<file path="src/verilog/x25519_pkg.sv">
package x25519_pkg;

	//////////////////////////////
	// Field element geometry

	// Limbs per element, 256 bits total
	localparam int num_limbs = 32;

	// Packed limb size
	localparam int limb_width = 8;

	// Unreduced limb, wide enough for a full pass sum
	localparam int wide_width = 32;

	// 2^256 mod p
	localparam int mul_factor = 38;

	// 2^255 mod p, used when the top limb overflows
	localparam int squeeze_factor = 19;

	// Cycles from pass strobe to pass result
	localparam int pass_latency = 5;

	//////////////////////////////
	// Element types

	typedef struct packed {
		logic [num_limbs-1:0][limb_width-1:0] blocks;
	} bignum_t;

	// One unreduced 32-bit word per limb position
	typedef struct packed {
		logic [num_limbs-1:0][wide_width-1:0] blocks;
	} bignum32_t;

	//////////////////////////////
	// FSM states

	typedef enum logic [0:0] {
		seq_idle,
		seq_issue
	} seq_state_t;

	typedef enum logic [1:0] {
		sq_idle,
		sq_round1,
		sq_round2
	} squeeze_state_t;

endpackage

</file>
<file path="src/verilog/limb_collector.sv">
`timescale 1ns/10ps

module limb_collector (
	input  logic                  clk,
	input  logic                  rst_n,
	input  logic                  in_valid,
	input  logic [31:0]           in_limb,
	output logic                  full,
	output x25519_pkg::bignum32_t limbs
);

	// Arrival slot, wraps after limb 31
	logic [4:0] count;

	//////////////////////////////
	// Arrival counter and full pulse

	always_ff @(posedge clk) begin
		if (!rst_n) begin
			count <= '0;
			full  <= 1'b0;
		end else begin
			// One cycle after the last limb lands
			full <= in_valid && (count == 5'(x25519_pkg::num_limbs - 1));
			if (in_valid)
				count <= count + 5'd1;
		end
	end

	// Passes arrive in index order
	always_ff @(posedge clk) begin
		if (in_valid)
			limbs.blocks[count] <= in_limb;
	end

	// Next burst cannot start before the squeezer has taken this one
	assert property (@(posedge clk) disable iff (!rst_n)
		full |-> !in_valid);

endmodule

</file>
<file path="config.mk">
export PLATFORM = sky130hd
export DESIGN_NAME = limb_collector
export DESIGN_NICKNAME = d
export VERILOG_FILES = /design/src/verilog/x25519_pkg.sv /design/src/verilog/limb_collector.sv
export SDC_FILE = /design/constraint.sdc
export NUM_CORES = 1
export LEC_CHECK = 0
export BUFFER_PORTS_ARGS = -buffer_cell sky130_fd_sc_hd__buf_4
export CAP_MARGIN = 15
export CELL_PAD_IN_SITES_DETAIL_PLACEMENT = 1
export CELL_PAD_IN_SITES_GLOBAL_PLACEMENT = 1
export CORE_AREA = 4 4 415 417
export DETAILED_ROUTE_END_ITERATION = 16
export DIE_AREA = 0 0 419 421
export PLACE_DENSITY_LB_ADDON = 0.1
export SKIP_CTS_REPAIR_TIMING = 1
export SLEW_MARGIN = 40
export SYNTH_ARGS = -nofsm -noshare
export SYNTH_HDL_FRONTEND = slang
export SYNTH_SLANG_ARGS = --single-unit
</file>
<file path="constraint.sdc">
create_clock -name clk -period 2.8 [get_ports clk]
set_clock_uncertainty 0.1 [all_clocks]
set_input_delay 0.56 -clock clk [delete_from_list [all_inputs] [get_ports clk]]
set_output_delay 0.56 -clock clk [all_outputs]
set_load 0.005 [all_outputs]
</file>
**Word-level counts from Yosys, hierarchy flattened**

Cells that the tools add are included.

- Register bits after elaboration: 1030
- Output and inout port bits: 1025

- Muxes and demuxes: 3
- Eq/ne operators: 1
- Order comparisons: 2
- Add/sub/neg operators: 1
- Reductions and logical operators: 2

Operator list:

| operator | number |
|---|---|
| $bwmux W1024 | 1 |
| $demux W32 S5 | 1 |
| $mux W32 | 1 |
| $lt A5 B6 Y1 const B | 1 |
| $add A5 B1 Y5 const B | 1 |
| $eq A5 B5 Y1 const B | 1 |
| $ge A5 B1 Y1 const B | 1 |
| $logic_and A1 B1 Y1 | 2 |

**Longest topological paths before layout**

- Word-level depth: 5
- Depth in mapped cells: 5

**Worst setup path before layout**

OpenSTA, ideal clock, no wires.

- Path type: input to register
- Start point: input port in_valid
- End point: register limbs[224] (netlist name), enable pin
- Data required time: 2279 ps
- Buffers on the path: 2
- Cell stages on the path: 4
- Setup time: 421 ps
- Path slack: -19 ps
- Arrival time: 2298 ps
- Cells stage by stage: buf_6 > buf_12 > nand3b_1 > nor2_1

RTL lines:

| what | line | source |
|---|---|---|
| start, declared | limb_collector.sv:6 | `input logic in_valid,` |
| end, declared | limb_collector.sv:9 | `output x25519_pkg::bignum32_t limbs` |

==> flow_summary.ini <==
[worst_setup_path]
worst-path-max-fanout = 32
startpoint_type = flip-flop
path_cells = inv_1 -> ha_1 -> nand3_1 -> nor2_4 -> buf_12
worstSetupPathType = reg2reg
r2r_cells = 5
crit_slowest_cell = nand3_1
end_kind = flip-flop
required_ns = 3.10
cpPeakStageDelay_ns = 0.45
reg2reg_slack_ns = 0.61
arrival_ns = 2.49

[timing]
worstMarginPinSlew_ns = 0.8167
min_period_ns = 2.193
fin_tns_setup_ns = 0
hold_viol_final = 0
rsz0062_at_grt = no
maxSlewHeadroom = 0.4555
clock.fmax_mhz = 455.9
setup_viol = 0
min_period_over_period = 0.7834
maxSlewViolCount = 0

[synthesis]
yosys.area_share.simple = 0.009379
synth_edf_count = 1024
synth_xor_area_frac = 0.0002794
ys_types = 24
ys_ff_latch = 1030
synth_compound_area_frac = 0.0004789
async_flop_share = 0
synthCells = 1103
yosysWarnings = 0
synth_flop_cell = edfxtp_1
ys_seq_area_frac = 0.9847
avgSynthCellArea_um2 = 28.42
synth_nets = 1143
synth_fa_ha_area_frac = 0.001996
synth.cell_area_um2 = 31350
synth_top_family_by_area = simple AND/OR/NAND/NOR gates
synthMuxAreaShare = 0.0009579

[clock_network]
clock_sinks = 1030
cts_root_buf = clkbuf_16
cts_max_path_buffers = 3
cts_made_buffers = 118
path_clk_slew_ns = 0.06
cts.htree.levels = 3
cts_tree = built
clock_latency_ns = 0.74

[run_status]
outcome = completed

[grt]
grt_pass1_vias = 17760
grt_pass1_wl_um = 182400
grt_max_degree = 33
grt.total_usage = 0.1565
globalRouteOverflowTotal = 0
antenna_found_initial = 20

[place]
dp_hpwl_um = 94780
gp_congestion = 0.7337
placed_area_um2 = 42850
port_buffers = 1059

[detailed_routing]
wire_per_inst_um = 30.73
dr.first_iter.drc_count = 1322
drc_errors = 0
ant_nets = 0
wl_um = 142900
vias_per_cell = 3.629
drt-pass1-iter-count = 5
vias = 16880

[final_layout]
final_cell_area_um2 = 46550
fin_nets = 2354
syn_to_final_growth_pct = 48.48
drive_gt1_frac = 0.5391
fin_util = 0.2759

[floorplanning]
die_area_um2 = 176400
die_x_um = 419
start_util = 0.1858
design.core.area_um2 = 168700
ios = 1060
die_h_um = 421
fp-row-count = 151

[min_path]
hp-class = in2reg
worstHoldPathCells = 2

[power]
swShare = 0.2157
ir_drop_v = 0.0004901
p_sw_uw = 7023
p_int_uw = 25530
power_density_nw_per_um2 = 699.5
power_frac_clock = 0.451
sequentialPowerShare = 0.525
combPwrFrac = 0.024
leakage_uw = 0.01663

[run]
drv_cap = 0
power by group through the flow:
stage / logic (µW) / registers, µW / clock network [µW]
3_5_place_dp: 826 / 17400 / 0
6_report: 779 / 17100 / 14700
2_1_floorplan: 66.0 / 17400 / 0
3_3_place_gp: 817 / 17400 / 0
5_1_grt: 835 / 17100 / 15900
4_1_cts: 827 / 17100 / 15200
path summary, 6_finish.rpt:
path,startpoint,end
max,count[0],limbs[964]
max reg2reg,count[0],limbs[964]
min,in_valid,full
min reg2reg,count[3],count[3]
worst max-delay path, delay by kind of cell (launching register included):
kind	cells	cell delay (ns)
and+or+nand+nor	2	0.72
buffers and inverters	2	0.36
DFF	1	0.35
adders and majority gates	1	0.23
placed cells by master (no fill, tap or decap), types with 2 or more instances in the layout:
| master | Yosys | layout |
|---|---|---|
| and3_2 | 1 | 2 |
| buf_12 | 1 | 27 |
| buf_4 | 0 | 1068 |
| bufinv_16 | 0 | 5 |
| clkbuf_1 | 0 | 24 |
| clkbuf_16 | 0 | 121 |
| clkinv_1 | 0 | 28 |
| clkinv_2 | 0 | 28 |
| clkinv_4 | 0 | 5 |
| clkinvlp_4 | 0 | 4 |
| dfxtp_1 | 6 | 6 |
| diode_2 | 0 | 19 |
| edfxtp_1 | 1024 | 1024 |
| ha_1 | 5 | 5 |
| inv_1 | 3 | 3 |
| inv_6 | 0 | 5 |
| mux2i_1 | 3 | 3 |
| nand2_1 | 2 | 2 |
| nand2b_1 | 3 | 3 |
| nand3_1 | 3 | 3 |
| nand3b_1 | 3 | 3 |
| nand3b_4 | 2 | 2 |
| nor2_1 | 27 | 3 |
| nor2_4 | 0 | 29 |
flip-flops by register name (all words and copies together) (netlist names):
name and count:
count 5, full 1, limbs 1024
metal layers:
metal  global-route usage  vias up  share of wire
met5                    0        -              0
met4              0.05840        0          0.040
met3              0.04910      196          0.073
met2               0.2928      785           0.54
met1               0.1620     8926           0.35
li1                     -     6973              -
layout make-up:
class                           count  area (µm²)
Fill cell                       17480      122200
Sequential cell                  1030       30870
Timing Repair Buffer             1097        8583
Clock buffer                      145        3118
Tap cell                         2218        2775
Multi-Input combinational cell     64       618.1
Clock inverter                     76       524.3
Antenna cell                       19       47.55
Inverter                            3       11.26
per-stage QoR:
step / std cells / power (µW) / hold WS [ns] / setup slack (ns)
2_1_floorplan: 1103 / 17480 / 0.3826 / -0.01874
3_3_place_gp: 4410 / 18230 / 0.4099 / 0.4519
3_5_place_dp: 4411 / 18230 / 0.4432 / 0.4747
4_1_cts: 4632 / 33150 / -0.08461 / 0.5335
5_1_grt: 4633 / 33790 / 0.05836 / 0.4783
6_report: 4652 / 32560 / 0.1201 / 0.6066
cell usage after synthesis, types with 3 or more instances:
library cell | count | share of area
nor2_1 | 27 | 0.0032
buf_2 | 3 | 0.00048
dfxtp_1 | 6 | 0.0038
ha_1 | 5 | 0.0020
mux2i_1 | 3 | 0.00096
nand3b_1 | 3 | 0.00072
edfxtp_1 | 1024 | 0.98
nand2b_1 | 3 | 0.00060
inv_1 | 3 | 0.00036
nand3_1 | 3 | 0.00048
nor2_2 | 6 | 0.0012
cells by family (layout without fill, tap and decap cells):
kind of cell    Yosys count  after routing
flops                  1030           1030
simple gates             53             53
buf+inv                   9           1321
fa+ha+maj                 5              5
mux                       3              3
compound gates            2              2
xor+xnor                  1              1
other cells               0             19
(Power assumes the default switching activity.)
