[src/verilog/x25519_pkg.sv]
package x25519_pkg;

	//////////////////////////////
	// Field element geometry

	// Limbs per element, 256 bits total
	localparam int num_limbs = 32;

	// Packed limb size
	localparam int limb_width = 8;

	// Unreduced limb, wide enough for a full pass sum
	localparam int wide_width = 32;

	// 2^256 mod p
	localparam int mul_factor = 38;

	// 2^255 mod p, used when the top limb overflows
	localparam int squeeze_factor = 19;

	// Cycles from pass strobe to pass result
	localparam int pass_latency = 5;

	//////////////////////////////
	// Element types

	typedef struct packed {
		logic [num_limbs-1:0][limb_width-1:0] blocks;
	} bignum_t;

	// One unreduced 32-bit word per limb position
	typedef struct packed {
		logic [num_limbs-1:0][wide_width-1:0] blocks;
	} bignum32_t;

	//////////////////////////////
	// FSM states

	typedef enum logic [0:0] {
		seq_idle,
		seq_issue
	} seq_state_t;

	typedef enum logic [1:0] {
		sq_idle,
		sq_round1,
		sq_round2
	} squeeze_state_t;

endpackage

[src/verilog/carry_squeeze.sv]
`timescale 1ns/10ps

module carry_squeeze (
	input  logic                  clk,
	input  logic                  rst_n,
	input  logic                  load,
	input  x25519_pkg::bignum32_t limbs,
	output logic                  busy,
	output logic                  done,
	output x25519_pkg::bignum_t   result
);

	x25519_pkg::squeeze_state_t state;

	// Limb under work
	logic [4:0] idx;

	logic [31:0]           carry;
	logic [31:0]           sum;
	x25519_pkg::bignum32_t work;

	// Running carry into the current limb
	assign sum  = carry + work.blocks[idx];
	assign busy = load || (state != x25519_pkg::sq_idle);

	//////////////////////////////
	// Control FSM

	always_ff @(posedge clk) begin
		if (!rst_n) begin
			state <= x25519_pkg::sq_idle;
			idx   <= '0;
			done  <= 1'b0;
		end else begin
			done <= 1'b0;
			case (state)
				x25519_pkg::sq_idle: begin
					idx <= '0;
					if (load)
						state <= x25519_pkg::sq_round1;
				end
				x25519_pkg::sq_round1: begin
					idx <= idx + 5'd1;
					if (idx == 5'(x25519_pkg::num_limbs - 1))
						state <= x25519_pkg::sq_round2;
				end
				x25519_pkg::sq_round2: begin
					idx <= idx + 5'd1;
					if (idx == 5'(x25519_pkg::num_limbs - 1)) begin
						state <= x25519_pkg::sq_idle;
						done  <= 1'b1;
					end
				end
				default: state <= x25519_pkg::sq_idle;
			endcase
		end
	end

	//////////////////////////////
	// Carry datapath

	always_ff @(posedge clk) begin
		if (load) begin
			work  <= limbs;
			carry <= '0;
		end else if (state == x25519_pkg::sq_round1) begin
			if (idx == 5'(x25519_pkg::num_limbs - 1)) begin
				// Bit 255 and up wraps to limb 0 as times 19
				work.blocks[idx] <= sum & 32'h0000_007f;
				carry <= x25519_pkg::squeeze_factor * (sum >> (x25519_pkg::limb_width - 1));
			end else begin
				work.blocks[idx] <= sum & 32'h0000_00ff;
				carry <= sum >> x25519_pkg::limb_width;
			end
		end else if (state == x25519_pkg::sq_round2) begin
			// Top limb is below 256 by now, so it goes out whole
			result.blocks[idx] <= sum[x25519_pkg::limb_width-1:0];
			carry <= sum >> x25519_pkg::limb_width;
		end
	end

	// Collector never hands over mid squeeze
	assert property (@(posedge clk) disable iff (!rst_n)
		load |-> state == x25519_pkg::sq_idle);

	// Two rounds of 32 limbs, then done
	assert property (@(posedge clk) disable iff (!rst_n)
		load |-> ##(2 * x25519_pkg::num_limbs + 1) done);

endmodule

[config.mk]
export PLATFORM = sky130hd
export DESIGN_NAME = carry_squeeze
export DESIGN_NICKNAME = d
export VERILOG_FILES = /design/src/verilog/x25519_pkg.sv /design/src/verilog/carry_squeeze.sv
export SDC_FILE = /design/constraint.sdc
export NUM_CORES = 2
export LEC_CHECK = 0
export ABC_AREA = 1
export BUFFER_PORTS_ARGS = -buffer_cell sky130_fd_sc_hd__buf_4
export CORE_AREA = 5 5 491 493
export CTS_CLUSTER_DIAMETER = 40
export DETAILED_ROUTE_END_ITERATION = 10
export DIE_AREA = 0 0 496 498
export PLACE_DENSITY = 0.44
export SYNTH_ARGS = -nofsm -noshare
export SYNTH_HDL_FRONTEND = slang
export SYNTH_SLANG_ARGS = --single-unit
export TNS_END_PERCENT = 30
[constraint.sdc]
create_clock -name clk -period 7.35 [get_ports clk]
set_input_delay 0.3675 -clock clk [delete_from_list [all_inputs] [get_ports clk]]
set_output_delay 0.3675 -clock clk [all_outputs]
set_load 0.02 [all_outputs]
== Word-level counts from Yosys, hierarchy flattened ==
Index checks and enable logic that the tools add are counted.
Operators by class
  $add $sub $neg: 2
  multipliers: 1
  magnitude comparators: 2
  eq/ne operators: 6
  muxes and demuxes: 21
  bitwise gates (word level): 2
  reduce and logical (&&, ||, !) cells: 11
Operators by type and width (count)
  $mux 1024: 3
  $bwmux 1024: 2
  $bwmux 256: 1
  $bmux 32 s5: 1
  $demux 32 s5: 1
  $mux 32: 4
  $demux 8 s5: 1
  $add 32x32->32: 1
  $mul 5x25->30 const A: 1
  $mux 30: 1
  $pmux 5 s2: 1
  $mux 8: 1
  $reduce_bool 2->1: 4
  $lt 5x6->1 const B: 1
  $mux 2: 3
  $ne 2x2->1 const B: 3
  $pmux 2 s3: 1
  $reduce_and 3->1: 2
  $add 5x1->5 const B: 1
  $eq 5x5->1 const B: 1
  $ge 5x1->1 const B: 1
  $eq 2x1->1 const B: 1
  $eq 2x2->1 const B: 1
  $logic_not 2->1: 1
  other kinds (6): 7
Word-level totals
  register bits: 1320
  output and inout port bits: 258
  word-level logic and storage cells: 113

== Logic depth before layout (Yosys ltp) ==
  depth in word-level cells: 8
  gate-level depth with buffers: 38
  mapped depth without buffers: 34

== Worst setup path before layout ==
Ideal clock, no wire load.
  path type: flip-flop to flip-flop
  start point: register idx[0]
  end point: register carry[18]
  arrival: 5.744 ns
  data required time: 7.231 ns
  slack: 1.486 ns
  cell stages (with the launch flop): 32
  period minus slack after synthesis: 5.864 ns
  path through: dfxtp_1 > buf_6 > inv_8 > buf_6 > buf_6 > buf_2 > o21ai_1 > o22ai_1 > a22o_1 > a221oi_1 > nand2_1 > ha_1 > nand2_1 > inv_1 > a21oi_1 > nand2_2 > xor2_1 > ha_1 > inv_1 > fa_1 > inv_1 > ha_1 > nand2_1 > nand2_1 > a21boi_0 > o21ai_0 > nand3b_1 > nand2_1 > nand2_1 > nand2_1 > a21oi_1 > a21oi_1
Between the ends
  longest elaborated chain between the ends: 6
  elaborated cells between the ends (all ways): 8
  those cells by class: add/sub (1); mul (1); eq/ne (1); mux (5)
Ends and longest elaborated chain
  start, declared: line carry_squeeze.sv:16  | logic [4:0] idx;
  start signal, assigned: line carry_squeeze.sv:43  | idx <= idx + 5'd1;
  start signal, assigned: line carry_squeeze.sv:48  | idx <= idx + 5'd1;
  $bmux 32 s5: line carry_squeeze.sv:23  | assign sum = carry + work.blocks[idx];
  $mux 32 (implied by the code): line carry_squeeze.sv:23
  $add 32x32->32: line carry_squeeze.sv:23
  net sum[7]: line carry_squeeze.sv:19  | logic [31:0] sum;
  $mul 5x25->30: line carry_squeeze.sv:70  | carry <= x25519_pkg::squeeze_factor * (sum >> (x25519_pkg::limb_width - 1));
  $mux 30: line carry_squeeze.sv:67  | if (idx == 5'(x25519_pkg::num_limbs - 1)) begin
  $mux 32: line carry_squeeze.sv:66  | end else if (state == x25519_pkg::sq_round1) begin
  end signal, assigned: line carry_squeeze.sv:70
  end signal, assigned: line carry_squeeze.sv:73  | carry <= sum >> x25519_pkg::limb_width;
  end signal, assigned: line carry_squeeze.sv:78  | carry <= sum >> x25519_pkg::limb_width;
  end, declared: line carry_squeeze.sv:18  | logic [31:0] carry;
The timed path passes the listed nets, and every way through them passes these cells. The select of a mux whose other input is x is not followed.
A chain may end at the register's enable or synchronous reset.

== Worst setup path in the final report ==
  start point: register idx[0]
  end point: register carry[26]
Between the ends
  longest elaborated chain between the ends: 6
  elaborated cells between the ends (all ways): 7
  those cells by class: add/sub (1); mul (1); eq/ne (1); mux (4)
Ends and longest elaborated chain (line)
  $bmux 32 s5: carry_squeeze.sv:23
  $mux 32 (implied by the code): carry_squeeze.sv:23
  $add 32x32->32: carry_squeeze.sv:23
  $mul 5x25->30: carry_squeeze.sv:70
  $mux 30 *: carry_squeeze.sv:67
  $mux 32 *: carry_squeeze.sv:66
Mark *: on every way between the ends. The rest lies on a longest branch, timed or not. The select of a mux whose other input is x is not followed.

==> implementation parameters <==
Parameter                              Value

Floorplan
  Starting utilization of the core area ... 26.46%
  IO Count ... 1285
  Die area ... 247000 um2
  Die height ... 498 um
  Horizontal die dimension ... 496 um
  Core area ... 236500 um2
  Row Count ... 179

STA
  Transition time at the pin with the least slew margin ... 1.354 ns
  Final worst path period need ... 7.051 ns
  Unrepaired setup endpoints after global routing ... false
  Max_slew headroom ... 9.511%
  Setup total negative slack ... 0 ns
  Max-slew violation count ... 0
  Hold Vio Cnt, Final ... 0
  Post-route clock skew ... 0.1202 ns
  Total of endpoints with negative setup slack in the final report ... 0
  Achievable frequency ... 141.8 MHz
  Share of the cycle needed by the critical path after routing ... 95.93%
  Final worst slack ... 0.2995 ns

Clock network
  Clk Tree Root Cell ... sky130_fd_sc_hd__clkbuf_16
  TritonCTS clock tree ... built
  H-tree lvl count ... 5
  Buffer depth of the longest clock path ... 4
  Clock insertion delay at the later pin of the skew report ... 0.94 ns
  Worst-path clk slew ... 0.04 ns
  Clock buffer count from CTS ... 287
  # clock sinks ... 1318

Setup path
  Worst path required time ... 8.03 ns
  Type of the setup path with the least slack ... reg -> reg
  Slowest cell delay on critical path ... 0.53 ns
  Critical path's most frequent cell ... sky130_fd_sc_hd__nand2_1
  CP Launch Type ... flip-flop
  Slowest cell on crit path ... sky130_fd_sc_hd__fa_1
  Highest fanout seen on the critical path ... 62
  Arrival @ worst endpoint ... 7.73 ns
  Critical Path Sink Type ... flip-flop

Power and ir drop
  Cell leakage power ... 44.40 nW
  Overall power of the completed layout ... 0.03065 W
  Cell Pwr Density ... 313.9 nW/um2
  Maximum vdd drop ... 0.2570 mV

Placement
  Worst Setup Slack post-DPL ... 0.1392 ns
  Half-perimeter wire length after placement ... 245.7 mm
  GP Congestion ... 0.9050
  Count of buffers from port buffering ... 1284
  Cell area reported after detailed placement ... 77710 um2

Logic synthesis
  Net count after synthesis ... 7527
  Synth Area per Inst ... 9.801 um2
  Number of library cell types mapped by synthesis ... 52
  Async SR Flop Fraction ... 0%
  Register bit total from synthesis ... 1318
  Yosys warns ... 0
  Syn Std Cell Area ... 62570 um2
  Prevailing post-synth register cell ... sky130_fd_sc_hd__edfxtp_1
  Post-synthesis cell count ... 6384
  Number of synthesized flops with an enable pin ... 1280
  Part of the Yosys area used for sequential elements ... 62.65%

Outcome
  Outcome ... completed

GRT
  Vias in the first global route ... 60937
  Total congestion overflow ... 0
  Global-route wire length before repair ... 457.1 mm
  Total global routing track utilization ... 26.02%
  Antenna violations before repair ... 60
  Largest net degree at the start of global routing ... 168

Finish
  Final non-filler cell area ... 97670 um2
  Final net count ... 10078
  Area added between synthesis and finish ... 56.10%
  Layout cells sized above 1 ... 23.31%

Routing
  Vias per std cell ... 4.744
  Via count ... 58609
  Final ANT Viol Nets ... 0
  Residual DRC ... 0
  Routed wire length ... 333.8 mm
  Post-DR wirelength/cell ... 27.02 um
  Number of optimization iterations in the first detailed-route pass ... 7
  Iteration-0 DRC count of the detailed router ... 5244

Min path
  Classification of the worst-slack hold path ... in -> reg

Job
  Number of max-capacitance violations reported ... 0
[worst paths after layout]
check             startpoint   endpoint  slack (ns)  cells after the start
hold / removal     limbs[43]   work[43]        0.09                      3
setup / recovery      idx[0]  carry[26]        0.30                     36
setup reg to reg      idx[0]  carry[26]        0.30                     36
hold reg to reg     carry[6]   carry[6]        0.48                      2
[per-stage QoR]
step / hold WS (ns) / cells / util (%)
after floorplan: 0.4488 / 6384 / -
after global placement: 0.4668 / 10782 / 32.86
after detailed placement: 0.4725 / 10782 / 32.86
after CTS: 0.02070 / 12304 / 41.20
after global routing: 0.01962 / 12341 / 41.28
final: 0.08647 / 12354 / 41.30
[cell type report]
type	count	area [um2]
Fill cell	23137	138800
Sequential cell	1318	39210
Timing Repair Buffer	2619	22630
Multi-Input combinational cell	3699	18490
Clock buffer	319	7408
Tap cell	3167	3963
Inverter	1010	3832
Clock inverter	174	2029
Antenna cell	48	120.1
[per-layer routing]
metal  global-route usage [%]  vias up  part of all wire (%)
met1                    33.45    28848                    41
met3                    4.318      650                   6.3
li1                         -    26510                     -
met5                        0        -                 0.027
met2                    43.34     2587                    48
met4                    10.89       14                   4.7
[sequential cells by signal, summed over array words and instances (netlist names)]
| signal | cells |
|---|---|
| done | 1 |
| work | 1024 |
| state | 2 |
| result | 256 |
| idx | 5 |
| carry | 30 |
[cells by family (layout without fill, tap and decap cells)]
family	count (synthesis)	after routing	synth area share, %
DFF	1318	1318	62.65
xor gates and xnor gates	27	27	0.4020
adders and majority gates	116	116	2.584
and+or+nand+nor	2224	2224	13.72
AOI/OAI and AO/OA	1332	1332	12.00
buffers and inverters	1367	4122	8.641
other	0	48	0
[worst max-delay path, delay by kind of cell, from the launching register on]
kind / cells / cell delay [ns]
xor gates and xnor gates: 1 / 0.38
adders and majority gates: 4 / 1.41
AOI/OAI and AO/OA: 9 / 1.76
buffers and inverters: 9 / 1.29
DFF: 1 / 0.44
and+or+nand+nor: 13 / 1.57
[cell usage after synthesis, types with 2 or more instances]
master / instances / area (um2)
sky130_fd_sc_hd__xnor2_1: 11 / 96.34
sky130_fd_sc_hd__nand2_2: 4 / 25.02
sky130_fd_sc_hd__nand3_1: 78 / 390.4
sky130_fd_sc_hd__a21oi_1: 104 / 520.5
sky130_fd_sc_hd__nor2_1: 661 / 2481
sky130_fd_sc_hd__xor2_1: 14 / 122.6
sky130_fd_sc_hd__buf_1: 6 / 22.52
sky130_fd_sc_hd__a21boi_0: 3 / 22.52
sky130_fd_sc_hd__a21boi_2: 2 / 22.52
sky130_fd_sc_hd__a21o_1: 11 / 82.58
sky130_fd_sc_hd__a221oi_2: 8 / 120.1
sky130_fd_sc_hd__nor2_2: 3 / 18.77
sky130_fd_sc_hd__o21ai_0: 730 / 3654
sky130_fd_sc_hd__fa_1: 22 / 440.4
sky130_fd_sc_hd__a221oi_1: 48 / 420.4
sky130_fd_sc_hd__a22o_1: 41 / 359.1
sky130_fd_sc_hd__a31o_2: 2 / 17.52
sky130_fd_sc_hd__buf_2: 75 / 375.4
sky130_fd_sc_hd__o21bai_1: 4 / 30.03
sky130_fd_sc_hd__clkbuf_1: 252 / 945.9
sky130_fd_sc_hd__o22ai_1: 245 / 1533
sky130_fd_sc_hd__buf_6: 23 / 259.0
sky130_fd_sc_hd__o21ai_2: 4 / 35.03
sky130_fd_sc_hd__o211ai_1: 3 / 22.52
sky130_fd_sc_hd__or2_2: 9 / 56.30
sky130_fd_sc_hd__or2_1: 3 / 18.77
sky130_fd_sc_hd__o21a_1: 3 / 22.52
sky130_fd_sc_hd__inv_2: 5 / 18.77
sky130_fd_sc_hd__ha_1: 94 / 1176
sky130_fd_sc_hd__nor3_1: 17 / 85.08
sky130_fd_sc_hd__dfxtp_1: 38 / 760.7
sky130_fd_sc_hd__a31oi_1: 3 / 18.77
sky130_fd_sc_hd__edfxtp_1: 1280 / 38440
sky130_fd_sc_hd__inv_1: 1003 / 3765
sky130_fd_sc_hd__a22oi_1: 3 / 22.52
sky130_fd_sc_hd__nand3b_1: 4 / 30.03
sky130_fd_sc_hd__nand4_1: 11 / 68.82
sky130_fd_sc_hd__o21ai_1: 113 / 565.5
sky130_fd_sc_hd__nand2_1: 1430 / 5368
sky130_fd_sc_hd__a21oi_2: 2 / 17.52
[power by group]
group | internal (W) | total [W] | leakage [nW] | switching [W]
clock network | 0.00852 | 0.0128 | 4.53 | 0.00427
registers | 0.00902 | 0.00917 | 12.9 | 0.000145
logic | 0.00344 | 0.00869 | 27.0 | 0.00525
[placed cells by master (no fill, tap or decap), types with 22 or more instances in the layout]
cell type / n
sky130_fd_sc_hd__a21oi_1: 103
sky130_fd_sc_hd__nand2_1: 1426
sky130_fd_sc_hd__a221oi_1: 44
sky130_fd_sc_hd__o21ai_0: 693
sky130_fd_sc_hd__o22ai_1: 243
sky130_fd_sc_hd__a22o_1: 37
sky130_fd_sc_hd__diode_2: 48
sky130_fd_sc_hd__clkinv_1: 34
sky130_fd_sc_hd__nand3_1: 76
sky130_fd_sc_hd__bufinv_16: 37
sky130_fd_sc_hd__buf_12: 26
sky130_fd_sc_hd__clkinv_2: 36
sky130_fd_sc_hd__clkbuf_1: 27
sky130_fd_sc_hd__fa_1: 22
sky130_fd_sc_hd__clkinvlp_4: 32
sky130_fd_sc_hd__clkbuf_16: 293
sky130_fd_sc_hd__o21ai_1: 118
sky130_fd_sc_hd__o21ai_4: 32
sky130_fd_sc_hd__buf_4: 1560
sky130_fd_sc_hd__dlygate4sd3_1: 1029
sky130_fd_sc_hd__inv_1: 1000
sky130_fd_sc_hd__dfxtp_1: 36
sky130_fd_sc_hd__nor2_1: 654
sky130_fd_sc_hd__ha_1: 94
sky130_fd_sc_hd__edfxtp_1: 1280
[what timing repair did]
action / 4_1_cts / 5_1_grt
endpoints found under the hold margin: 1033 / 0
gates resized for setup: 0 / 20
setup buffers: 0 / 1
hold buffers: 1029 / 0
endpoints found under the setup margin: 0 / 19
Power figures use the tool's default switching activity.
